## src/verilog/lsu_macros.svh

```systemverilog
////////////////////////////////////////
// Widths and limits shared by the load/store unit
// Include before any package or module that sizes signals
////////////////////////////////////////

`default_nettype none

`ifndef LSU_MACROS_SVH
`define LSU_MACROS_SVH

// Data and address width
`define LSU_XLEN 32
// One enable per byte lane
`define LSU_BE_W 4
// Bus transactions in flight at most
`define LSU_MAX_OUTSTANDING 2
// Wide enough to hold the outstanding limit
`define LSU_CNT_W 2

`endif

`default_nettype wire

```

## src/verilog/obi_pkg.sv

```systemverilog
////////////////////////////////////////
// Data bus types for the simplified OBI port
// Request bundle travels beside a separate req bit
////////////////////////////////////////

`include "lsu_macros.svh"

`default_nettype none

package obi_pkg;

  // Address phase payload, no valid bit inside
  typedef struct packed {
    logic [`LSU_XLEN-1:0] addr;
    logic                 we;
    logic [`LSU_BE_W-1:0] be;
    logic [`LSU_XLEN-1:0] wdata;
  } obi_req_t;

  // Response phase payload, qualified by rvalid
  typedef struct packed {
    logic [`LSU_XLEN-1:0] rdata;
    logic                 err;
  } obi_resp_t;

endpackage

`default_nettype wire

```

## src/verilog/lsu_pkg.sv

```systemverilog
////////////////////////////////////////
// Pipeline side types of the load/store unit
// Access size, split phase, request and writeback control
////////////////////////////////////////

`include "lsu_macros.svh"

`default_nettype none

package lsu_pkg;

  // Access size, encoded as in the core's funct3 low bits
  typedef enum logic [1:0] {
    LSU_BYTE = 2'b00,
    LSU_HALF = 2'b01,
    LSU_WORD = 2'b10
  } lsu_size_e;

  // Which address phase of a split access is being issued
  typedef enum logic {
    PHASE_FIRST  = 1'b0,
    PHASE_SECOND = 1'b1
  } split_phase_e;

  // One load or store from the pipeline
  typedef struct packed {
    logic                 we;
    lsu_size_e            size;
    logic                 sign_ext;
    logic [`LSU_XLEN-1:0] base;
    logic [`LSU_XLEN-1:0] offset;
    logic [`LSU_XLEN-1:0] wdata;
  } lsu_req_t;

  // Control carried to the response side per address phase
  typedef struct packed {
    logic      we;
    lsu_size_e size;
    logic      sign_ext;
    logic [1:0] addr_lsb;
    // Low on the first phase of a split access
    logic      last;
  } wb_ctrl_t;

endpackage

`default_nettype wire

```

## src/verilog/lsu_decode.sv

```systemverilog
////////////////////////////////////////
// Address and lane decode for one address phase
// Purely combinational, phase comes from execute
////////////////////////////////////////

`timescale 1ns/1ps
`include "lsu_macros.svh"

`default_nettype none

module lsu_decode
  import obi_pkg::*;
  import lsu_pkg::*;
(
  input  lsu_req_t     req_i,
  input  split_phase_e phase_i,
  output obi_req_t     bus_o,
  output logic         split_o,
  output logic [1:0]   addr_lsb_o
);

  logic                 second;
  logic [`LSU_XLEN-1:0] addr;
  logic [`LSU_BE_W-1:0] be;
  logic [`LSU_XLEN-1:0] wdata_rot;

  assign second = (phase_i == PHASE_SECOND);

  // Base plus offset, next word for the second phase
  assign addr = req_i.base + req_i.offset + {{(`LSU_XLEN-3){1'b0}}, second, 2'b00};

  // Byte offset is the same in both phases
  assign addr_lsb_o = addr[1:0];

  // Word at nonzero offset or halfword at offset 3 crosses a word
  always_comb
  begin
    split_o = 1'b0;
    if (!second)
    begin
      if (req_i.size == LSU_WORD)
        split_o = (addr[1:0] != 2'b00);
      else if (req_i.size == LSU_HALF)
        split_o = (addr[1:0] == 2'b11);
    end
  end

  ////////////////////////////////////////
  // Byte enables
  ////////////////////////////////////////

  always_comb
  begin
    case (req_i.size)
      LSU_BYTE:
        be = 4'b0001 << addr[1:0];
      LSU_HALF:
      begin
        // Offset 3 upper byte goes to lane 0 of the next word
        if (second)
          be = 4'b0001;
        else if (addr[1:0] == 2'b11)
          be = 4'b1000;
        else
          be = 4'b0011 << addr[1:0];
      end
      default:
      begin
        // Remaining low lanes of the next word
        if (second)
          be = 4'b1111 >> (3'd4 - {1'b0, addr[1:0]});
        else
          be = 4'b1111 << addr[1:0];
      end
    endcase
  end

  // Rotate left by the byte offset, lanes wrap into the second word
  always_comb
  begin
    case (addr[1:0])
      2'b00: wdata_rot = req_i.wdata;
      2'b01: wdata_rot = {req_i.wdata[23:0], req_i.wdata[31:24]};
      2'b10: wdata_rot = {req_i.wdata[15:0], req_i.wdata[31:16]};
      default: wdata_rot = {req_i.wdata[7:0], req_i.wdata[31:8]};
    endcase
  end

  // Second phase address is word aligned
  assign bus_o.addr  = second ? {addr[`LSU_XLEN-1:2], 2'b00} : addr;
  assign bus_o.we    = req_i.we;
  assign bus_o.be    = be;
  assign bus_o.wdata = wdata_rot;

endmodule

`default_nettype wire

```

## src/verilog/lsu_execute.sv

```systemverilog
////////////////////////////////////////
// Issue side of the load/store unit
// Counts outstanding transactions, tracks split phase and
// hands control to the response side in lock step
////////////////////////////////////////

`timescale 1ns/1ps
`include "lsu_macros.svh"

`default_nettype none

module lsu_execute
  import obi_pkg::*;
  import lsu_pkg::*;
(
  input  logic         clk,
  input  logic         rst_n,
  input  logic         req_valid_i,
  input  obi_req_t     bus_i,
  input  logic         split_i,
  input  logic [1:0]   addr_lsb_i,
  input  lsu_req_t     req_i,
  input  logic         obi_gnt_i,
  input  logic         obi_rvalid_i,
  output logic         req_ready_o,
  output logic         obi_req_o,
  output obi_req_t     obi_addr_o,
  output split_phase_e phase_o,
  output wb_ctrl_t     wb_ctrl_o,
  output logic         busy_o
);

  logic [`LSU_CNT_W-1:0] cnt_q;
  logic [`LSU_CNT_W-1:0] cnt_d;
  logic                  trans_valid;
  logic                  trans_fire;
  // Address phase complete and response side free
  logic                  done;
  split_phase_e          phase_q;
  wb_ctrl_t              wb_ctrl_q;

  // Issue only below the depth limit
  assign trans_valid = req_valid_i && (cnt_q < `LSU_MAX_OUTSTANDING);
  assign trans_fire  = trans_valid && obi_gnt_i;

  assign obi_req_o  = trans_valid;
  assign obi_addr_o = bus_i;

  ////////////////////////////////////////
  // Outstanding counter
  ////////////////////////////////////////

  always_comb
  begin
    case ({trans_fire, obi_rvalid_i})
      2'b10: cnt_d = cnt_q + 1'b1;
      2'b01: cnt_d = cnt_q - 1'b1;
      default: cnt_d = cnt_q;
    endcase
  end

  always_ff @(posedge clk or negedge rst_n)
  begin
    if (!rst_n)
      cnt_q <= '0;
    else
      cnt_q <= cnt_d;
  end

  // Nothing in flight, the grant alone completes the phase
  // One in flight, wait for its response in the same cycle
  // Full, our phase was already granted and waits for the older rvalid
  always_comb
  begin
    if (cnt_q == 0)
      done = trans_fire;
    else if (cnt_q == 1)
      done = trans_fire && obi_rvalid_i;
    else
      done = req_valid_i && obi_rvalid_i;
  end

  // Hold the pipeline across the first phase of a split
  assign req_ready_o = done && !split_i;

  ////////////////////////////////////////
  // Split phase and writeback control
  ////////////////////////////////////////

  always_ff @(posedge clk or negedge rst_n)
  begin
    if (!rst_n)
      phase_q <= PHASE_FIRST;
    else if (done)
      phase_q <= split_i ? PHASE_SECOND : PHASE_FIRST;
  end

  always_ff @(posedge clk or negedge rst_n)
  begin
    if (!rst_n)
    begin
      wb_ctrl_q <= '0;
    end
    else if (done)
    begin
      wb_ctrl_q.we       <= req_i.we;
      wb_ctrl_q.size     <= req_i.size;
      wb_ctrl_q.sign_ext <= req_i.sign_ext;
      wb_ctrl_q.addr_lsb <= addr_lsb_i;
      wb_ctrl_q.last     <= !split_i;
    end
  end

  assign phase_o   = phase_q;
  assign wb_ctrl_o = wb_ctrl_q;
  assign busy_o    = (cnt_q != '0) || req_valid_i;

endmodule

`default_nettype wire

```

## src/verilog/lsu_result.sv

```systemverilog
////////////////////////////////////////
// Response side of the load/store unit
// Aligns and extends load data, merges split halves and errors
////////////////////////////////////////

`timescale 1ns/1ps
`include "lsu_macros.svh"

`default_nettype none

module lsu_result
  import obi_pkg::*;
  import lsu_pkg::*;
(
  input  logic                 clk,
  input  logic                 rst_n,
  input  logic                 rvalid_i,
  input  obi_resp_t            rsp_i,
  input  wb_ctrl_t             wb_ctrl_i,
  output logic                 rsp_valid_o,
  output logic [`LSU_XLEN-1:0] rsp_rdata_o,
  output logic                 rsp_err_o
);

  logic [`LSU_XLEN-1:0]   rdata_q;
  logic                   err_q;
  logic                   split_wb;
  logic [2*`LSU_XLEN-1:0] window;
  logic [2*`LSU_XLEN-1:0] shifted;
  logic [`LSU_XLEN-1:0]   aligned;
  logic [`LSU_XLEN-1:0]   rdata_ext;

  // First half of a split load
  always_ff @(posedge clk)
  begin
    if (rvalid_i && !wb_ctrl_i.last && !wb_ctrl_i.we)
      rdata_q <= rsp_i.rdata;
  end

  // Same split rule as decode, seen from the last phase
  assign split_wb = ((wb_ctrl_i.size == LSU_WORD) && (wb_ctrl_i.addr_lsb != 2'b00)) ||
                    ((wb_ctrl_i.size == LSU_HALF) && (wb_ctrl_i.addr_lsb == 2'b11));

  // Saved word sits below the new one for split data
  assign window  = split_wb ? {rsp_i.rdata, rdata_q} : {{`LSU_XLEN{1'b0}}, rsp_i.rdata};
  assign shifted = window >> {wb_ctrl_i.addr_lsb, 3'b000};
  assign aligned = shifted[`LSU_XLEN-1:0];

  ////////////////////////////////////////
  // Zero or sign extension
  ////////////////////////////////////////

  always_comb
  begin
    case (wb_ctrl_i.size)
      LSU_BYTE:
        rdata_ext = {{(`LSU_XLEN-8){wb_ctrl_i.sign_ext & aligned[7]}}, aligned[7:0]};
      LSU_HALF:
        rdata_ext = {{(`LSU_XLEN-16){wb_ctrl_i.sign_ext & aligned[15]}}, aligned[15:0]};
      default:
        rdata_ext = aligned;
    endcase
  end

  // Sticky over the first phase, cleared by the last response
  always_ff @(posedge clk or negedge rst_n)
  begin
    if (!rst_n)
      err_q <= 1'b0;
    else if (rvalid_i)
      err_q <= wb_ctrl_i.last ? 1'b0 : (err_q | rsp_i.err);
  end

  // One pulse per instruction
  assign rsp_valid_o = rvalid_i && wb_ctrl_i.last;
  assign rsp_rdata_o = rdata_ext;
  assign rsp_err_o   = rsp_valid_o && (err_q || rsp_i.err);

endmodule

`default_nettype wire

```

## src/verilog/lsu_top.sv

```systemverilog
////////////////////////////////////////
// Load/store unit top level
// Pipeline request in, OBI data port out, one result per op
////////////////////////////////////////

`timescale 1ns/1ps
`include "lsu_macros.svh"

`default_nettype none

module lsu_top
  import obi_pkg::*;
  import lsu_pkg::*;
(
  input  logic                 clk,
  input  logic                 rst_n,
  // Pipeline request
  input  logic                 req_valid_i,
  input  lsu_req_t             req_i,
  output logic                 req_ready_o,
  // OBI data port
  output logic                 obi_req_o,
  output obi_req_t             obi_addr_o,
  input  logic                 obi_gnt_i,
  input  logic                 obi_rvalid_i,
  input  obi_resp_t            obi_rsp_i,
  // Result, always accepted
  output logic                 rsp_valid_o,
  output logic [`LSU_XLEN-1:0] rsp_rdata_o,
  output logic                 rsp_err_o,
  output logic                 busy_o
);

  obi_req_t     bus;
  logic         split;
  logic [1:0]   addr_lsb;
  split_phase_e phase;
  wb_ctrl_t     wb_ctrl;

  lsu_decode u_decode (
    .req_i      (req_i),
    .phase_i    (phase),
    .bus_o      (bus),
    .split_o    (split),
    .addr_lsb_o (addr_lsb)
  );

  lsu_execute u_execute (
    .clk          (clk),
    .rst_n        (rst_n),
    .req_valid_i  (req_valid_i),
    .bus_i        (bus),
    .split_i      (split),
    .addr_lsb_i   (addr_lsb),
    .req_i        (req_i),
    .obi_gnt_i    (obi_gnt_i),
    .obi_rvalid_i (obi_rvalid_i),
    .req_ready_o  (req_ready_o),
    .obi_req_o    (obi_req_o),
    .obi_addr_o   (obi_addr_o),
    .phase_o      (phase),
    .wb_ctrl_o    (wb_ctrl),
    .busy_o       (busy_o)
  );

  lsu_result u_result (
    .clk         (clk),
    .rst_n       (rst_n),
    .rvalid_i    (obi_rvalid_i),
    .rsp_i       (obi_rsp_i),
    .wb_ctrl_i   (wb_ctrl),
    .rsp_valid_o (rsp_valid_o),
    .rsp_rdata_o (rsp_rdata_o),
    .rsp_err_o   (rsp_err_o)
  );

endmodule

`default_nettype wire

```

## config.mk

```make
export PLATFORM = sky130hd
export DESIGN_NAME = lsu_top
export DESIGN_NICKNAME = d
export VERILOG_FILES = /design/src/verilog/obi_pkg.sv /design/src/verilog/lsu_pkg.sv /design/src/verilog/lsu_decode.sv /design/src/verilog/lsu_execute.sv /design/src/verilog/lsu_result.sv /design/src/verilog/lsu_top.sv
export VERILOG_INCLUDE_DIRS = /design/src /design/src/verilog
export SDC_FILE = /design/constraint.sdc
export NUM_CORES = 1
export LEC_CHECK = 0
export BUFFER_PORTS_ARGS = -buffer_cell sky130_fd_sc_hd__buf_2
export CAP_MARGIN = 20
export CELL_PAD_IN_SITES_DETAIL_PLACEMENT = 1
export CELL_PAD_IN_SITES_GLOBAL_PLACEMENT = 2
export CORE_ASPECT_RATIO = 2
export CORE_MARGIN = 2
export CORE_UTILIZATION = 27
export CTS_BUF_LIST = sky130_fd_sc_hd__clkbuf_2
export DETAILED_ROUTE_END_ITERATION = 8
export GPL_TIMING_DRIVEN = 0
export PLACE_DENSITY = 0.87
export SETUP_SLACK_MARGIN = 0.3
export SLEW_MARGIN = 30
export SYNTH_ARGS = -nofsm -noshare
export SYNTH_HDL_FRONTEND = slang
export SYNTH_SLANG_ARGS = --single-unit
export TNS_END_PERCENT = 100
```

## constraint.sdc

```tcl
create_clock -name clk -period 3.59 [get_ports clk]
set_input_delay 0.1795 -clock clk [delete_from_list [all_inputs] [get_ports clk]]
set_output_delay 0.1795 -clock clk [all_outputs]
set_load 0.01 [all_outputs]
```

==> impl_metrics.ini, run 1 <==
[layout]
nets = 1193
seq_area_um2 = 996
final_cell_mix = buf_2, nor2_1, a21oi_1, ha_1, o21ai_0
multi_input_area_um2 = 4540
nFillCells = 2591
final_cells = 1253
syn2layout_area_growth_pct = 40.9
drive_gt1_share_pct = 37.5
final_common_cell = buf_2
stdcell_area_um2 = 7880

[synth]
synth_top_area_cell = ha_1
syn_area_um2 = 5600
synth.area.top_cells = ha_1, edfxtp_1, a21oi_1
synth_cell_types = 69
synth.yosys.seq_area_share_pct = 17.8
ys.flop_type = edfxtp_1
postSynthNetCount = 897
ys_seq_elements = 35
synthArstFlopShare_pct = 31.4
netlist.area_leader.share_pct = 15.2
ys_warn_count = 0
syn_avg_cell_area_um2 = 8.12
synth-edff-count = 24
synth_cells = 689

[routing]
drtAntennaViolNets = 0
wl_per_cell_um = 18.7
via_per_inst = 5.39
drt_iter0_drc = 278
dr.pass1.iters = 5
drt_wl_total_mm = 23.5
drc_errors = 0
via_count = 6750

[clock_network]
cts-htree-levels = 2
root_buffer = clkbuf_2
clk_latency_ps = 440
cts_tree = done
path_clk_slew_ps = 210
cts_buffer_depth = 2
numCtsBuffers = 5
numClockSinks = 35

[timing]
slew_headroom_pct = 46.3
fin_skew_ps = 35.0
rsz0062_at_grt = true
setup_violations = 0
drv_slew = 0
fmax_mhz = 295
hold_viol = 0
fin_crit_sh_pct = 94.5
tightestPinTransition_ps = 806
finalCriticalPeriod_ps = 3390
hold_slack_ps = 84.7

[setup_path]
path_class = reg -> out
r2r_slack_ps = 1590
end_kind = output pin
r2r_start = u_execute.cnt_q[1]
cp_max_fo = 3
crit_required_ps = 3410
r2r_cells = 8
reg2reg_to = u_execute.phase_o
critPathLaunchType = register
arrival_ps = 3210

[die]
die_x_um = 106
die_area_um2 = 22000
rows = 74
io_pins = 244
die_h_um = 208
initial_core_util_pct = 27.5
core_um2 = 20400

[status]
status = complete, no violations

[placement]
dp_cells = 1201
hpwl_mm = 19.3
io_buffers = 243
dpl_cell_area_um2 = 7170
gp_congestion = 0.894

[hold_path]
hold_path_depth = 3
min-delay-start = obi_rvalid_i
min_to = u_result.err_q
hold_class = in -> reg

[pwr]
power_density_nw_per_um2 = 602
vdd_drop_max_v = 0.000331
p_leak_nw = 3.76

[run]
drv_cap = 0

[global_routing]
grt_max_degree = 12
overflow = 0
grt_pass1_vias = 7309
grt_pass1_wl_mm = 36.2
antenna_found_initial = 1
grt_usage_pct = 20.4
==> cell usage after synthesis, drive strengths merged (6+ instances only) <==
cell / count
a21oi: 74
nor2: 69
ha: 68
o21ai: 58
nand2: 46
a222oi: 32
clkbuf: 32
mux2i: 31
a21o: 30
mux2: 27
edfxtp: 24
inv: 23
xnor2: 23
nand3: 17
buf: 15
dfrtp: 11
o22ai: 10
a31oi: 9
nand3b: 7
xor2: 7
nor3: 6
o21a: 6
==> layer usage <==
layer / vias up / global-route usage [%] / part of all wire (%) / routed length, µm
met5: - / 0 / 0 / 0
met4: 0 / 10.8 / 4.0 / 945
met3: 64 / 2.76 / 4.5 / 1050
met2: 257 / 40.7 / 56 / 13200
met1: 3210 / 19.4 / 35 / 8280
li1: 3219 / - / - / -
==> kinds of logic after synthesis <==
logic type	Yosys count	share of synthesized area (%)
xor+xnor	30	4.69
mux	59	11.4
fa+ha+maj	70	15.9
buf+inv	70	5.52
compound gates	251	30.1
flops	35	17.8
simple gates	174	14.6
==> layout make-up <==
type	instances	share of cell area, %
clock inverter	2	0.159
buffer	47	2.95
clock buffer	6	0.381
tap	266	4.22
inverter	23	1.16
sequential	35	12.6
multi-input combinational	584	57.5
timing repair buffer	289	20.9
antenna	1	0.0317
==> metrics by stage <==
stage | power [W] | setup TNS [ps] | utilization (%) | worst slack (ps)
6_report | 0.00475 | 0 | 38.7 | 198
5_1_grt | 0.00511 | 0 | 38.7 | 9.90
4_1_cts | 0.00473 | 0 | 38.0 | 130
3_5_place_dp | 0.00436 | -1280 | 35.2 | -313
3_3_place_gp | 0.00431 | -4630 | 35.1 | -325
2_1_floorplan | 0.00300 | 0 | - | 355
==> where the power goes <==
group	internal, W	switching (W)	leakage [nW]
combinational	0.00167	0.00225	3.38
sequential	0.000552	0.0000825	0.351
clock	0.0000494	0.000150	0.0290
total	0.00227	0.00248	3.76
==> repair_timing <==
item / 4_1_cts / 5_1_grt
hold endpoints to repair: 38 / 0
hold buffers: 29 / 0
buffers inserted: 10 / 4
endpoints found under the setup margin: 26 / 25
resized for setup: 43 / 20
pin swaps: 29 / 11
==> how the worst max path moves through the flow <==
stage,start,end,slack (ps),depth (start not counted)
final,u_execute.phase_o,obi_addr_o[53],200,13
after global placement,u_execute.phase_o,obi_addr_o[63],-320,13
after detailed placement,u_execute.phase_o,obi_addr_o[63],-310,13
after CTS,u_execute.phase_o,obi_addr_o[53],130,13
after global routing,u_execute.phase_o,obi_addr_o[53],10,13
after floorplan,u_execute.phase_o,obi_addr_o[67],350,12
==> critical path, stage by stage, from the launching register on <==
cell,delay (ps)
dfrtp_1,380
clkbuf_8,140
inv_6,30
fa_2,550
inv_2,50
ha_4,220
a211oi_4,230
o21ai_2,90
and4_4,190
or2_4,230
and2_4,140
a311oi_2,240
xnor2_1,150
buf_2,170
==> registers in the layout (all words and copies together), names as in the netlist <==
| signal | flops |
|---|---|
| u_result.err_q | 1 |
| u_execute.wb_ctrl_o | 7 |
| u_execute.cnt_q | 2 |
| u_execute.phase_o | 1 |
| u_result.rdata_q | 24 |
Power figures use the tool's default switching activity.
==> run 2: changes to the inputs <==
==> constraint.sdc (replaced) <==
create_clock -name clk -period 3.59 [get_ports clk]
set_input_delay 0.1795 -clock clk [delete_from_list [all_inputs] [get_ports clk]]
set_output_delay 0.1795 -clock clk [all_outputs]
set_load 0.05 [all_outputs]
==> impl_metrics.ini, run 2 (same netlist as run 1, synthesis figures left out) <==
[layout]
nFillCells = 2486
final_cell_mix = buf_2, a21oi_1, ha_1
syn2layout_area_growth_pct = 48.0
largest_reg_flops = 24
seq_area_um2 = 1000
top_register = u_result.rdata_q
nets = 1195
fin_util_pct = 40.7
drive_gt1_share_pct = 40.7
multi_input_area_um2 = 4760
final_cells = 1256
final_common_cell = buf_2

[routing]
drc_errors = 1
drt_wl_total_mm = 24.6
drt_iter0_drc = 400
via_count = 6880
drtAntennaViolNets = 0
dr.pass1.iters = 9
via_per_inst = 5.48
wl_per_cell_um = 19.6

[timing]
finalCriticalPeriod_ps = 3560
setup_ws_ps = 25.2
fmax_mhz = 281
tightestPinTransition_ps = 841
rsz0062_at_grt = true
fin_skew_ps = 20.7
drv_slew = 0
fin_crit_sh_pct = 99.3
hold_viol = 0
slew_headroom_pct = 43.9
setup_violations = 0

[placement]
io_buffers = 243
place_ws_ps = -272
gp_congestion = 0.892
hpwl_mm = 19.5
dp_cells = 1201

[hold_path]
hold_class = in -> reg
min-delay-start = obi_rsp_i[16]

[pwr]
power_density_nw_per_um2 = 821
vdd_drop_max_v = 0.000506
p_leak_nw = 3.91

[global_routing]
grtUsageMet2_pct = 44.3
antenna_found_initial = 2
top_usage_layer = met2
gr-usage-met1_pct = 20.8
grt_pass1_wl_mm = 38.3
grt_usage_pct = 21.5
met3_usage_pct = 2.61
overflow = 0
grt_max_degree = 14
grt_pass1_vias = 7463

[die]
die_x_um = 106
rows = 74
die_area_um2 = 22000
core_um2 = 20400
die_h_um = 208
io_pins = 244
initial_core_util_pct = 27.5

[run]
drv_cap = 0

[setup_path]
r2r_start = u_execute.wb_ctrl_o[1]
critPathLaunchType = register
crit_required_ps = 3410
cp_max_fo = 3
end_kind = output pin
path_class = reg -> out
arrival_ps = 3390
cp-startpoint = u_execute.phase_o
r2r_slack_ps = 1690

[clock_network]
path_clk_slew_ps = 240
cts_tree = done
numClockSinks = 35
numCtsBuffers = 5
clk_latency_ps = 430
cts-htree-levels = 2
root_buffer = clkbuf_2
cts_buffer_depth = 2

[status]
status = complete, but fails checks
violations = design-rule violations
run 2: cell types whose count changed in the layout (fill, tap and decap cells not counted), moves of 6 or more:
cell     change
buf_2       -26
buf_6       +20
xnor2_1     -10
xnor2_2      +8
buf_4        +6
run 2: critical path, stage by stage (launching register included):
cell and delay, ps:
dfrtp_1 420, buf_8 120, inv_8 30, fa_2 560, inv_2 50, ha_4 220
a211oi_4 230, o21ai_2 100, and4_4 210, or2_4 240, and2_4 150, a311oi_4 290
xnor2_2 150, buf_6 180
run 2: what timing repair did:
action	in CTS	in global routing
endpoints found under the hold margin	37	0
hold buffers	27	0
setup endpoints to repair	32	45
pin swaps	34	18
buffers inserted	11	7
gates resized for setup	101	31
run 2: through the flow:
stage / power, W / hold WS [ps] / cell area, µm² / TNS, ps
floorplan: 0.00480 / -116 / 5720 / 0
finish: 0.00681 / 44.7 / 8290 / 0
global route: 0.00716 / 18.0 / 8280 / -843
detailed placement: 0.00617 / 63.4 / 7290 / -1650
global placement: 0.00612 / 60.8 / 7270 / -5040
CTS: 0.00669 / 9.61 / 8090 / -75.3
run 2: path summary, 6_finish.rpt:
kind                            cells past startpoint                     end
worst max-delay path                               13          obi_addr_o[53]
worst min-delay path                                1    u_result.rdata_q[15]
worst max register to register                      4  u_execute.wb_ctrl_o[1]
worst min register to register                      1      u_execute.cnt_q[0]
max in group asynchronous                           2  u_execute.wb_ctrl_o[2]
min in group asynchronous                           2      u_execute.cnt_q[1]
run 2: layout make-up:
type	instances	area share [%]
Tap cell	266	4.02
Clock buffer	5	0.302
Multi-Input combinational cell	584	57.5
Antenna cell	2	0.0604
Sequential cell	35	12.1
Buffer	47	2.82
Clock inverter	3	0.257
Inverter	23	1.13
Timing Repair Buffer	291	21.9
run 2: power by group:
part / internal, W / switching (W)
sequential: 0.000555 / 0.0000945
combinational: 0.00185 / 0.00409
clock: 0.0000522 / 0.000170
run 2: metal layers:
layer | vias to the layer above | share of wire [%]
li1 | 3218 | -
met1 | 3330 | 34
met2 | 273 | 58
met3 | 59 | 4.6
met4 | 0 | 3.5
met5 | - | 0
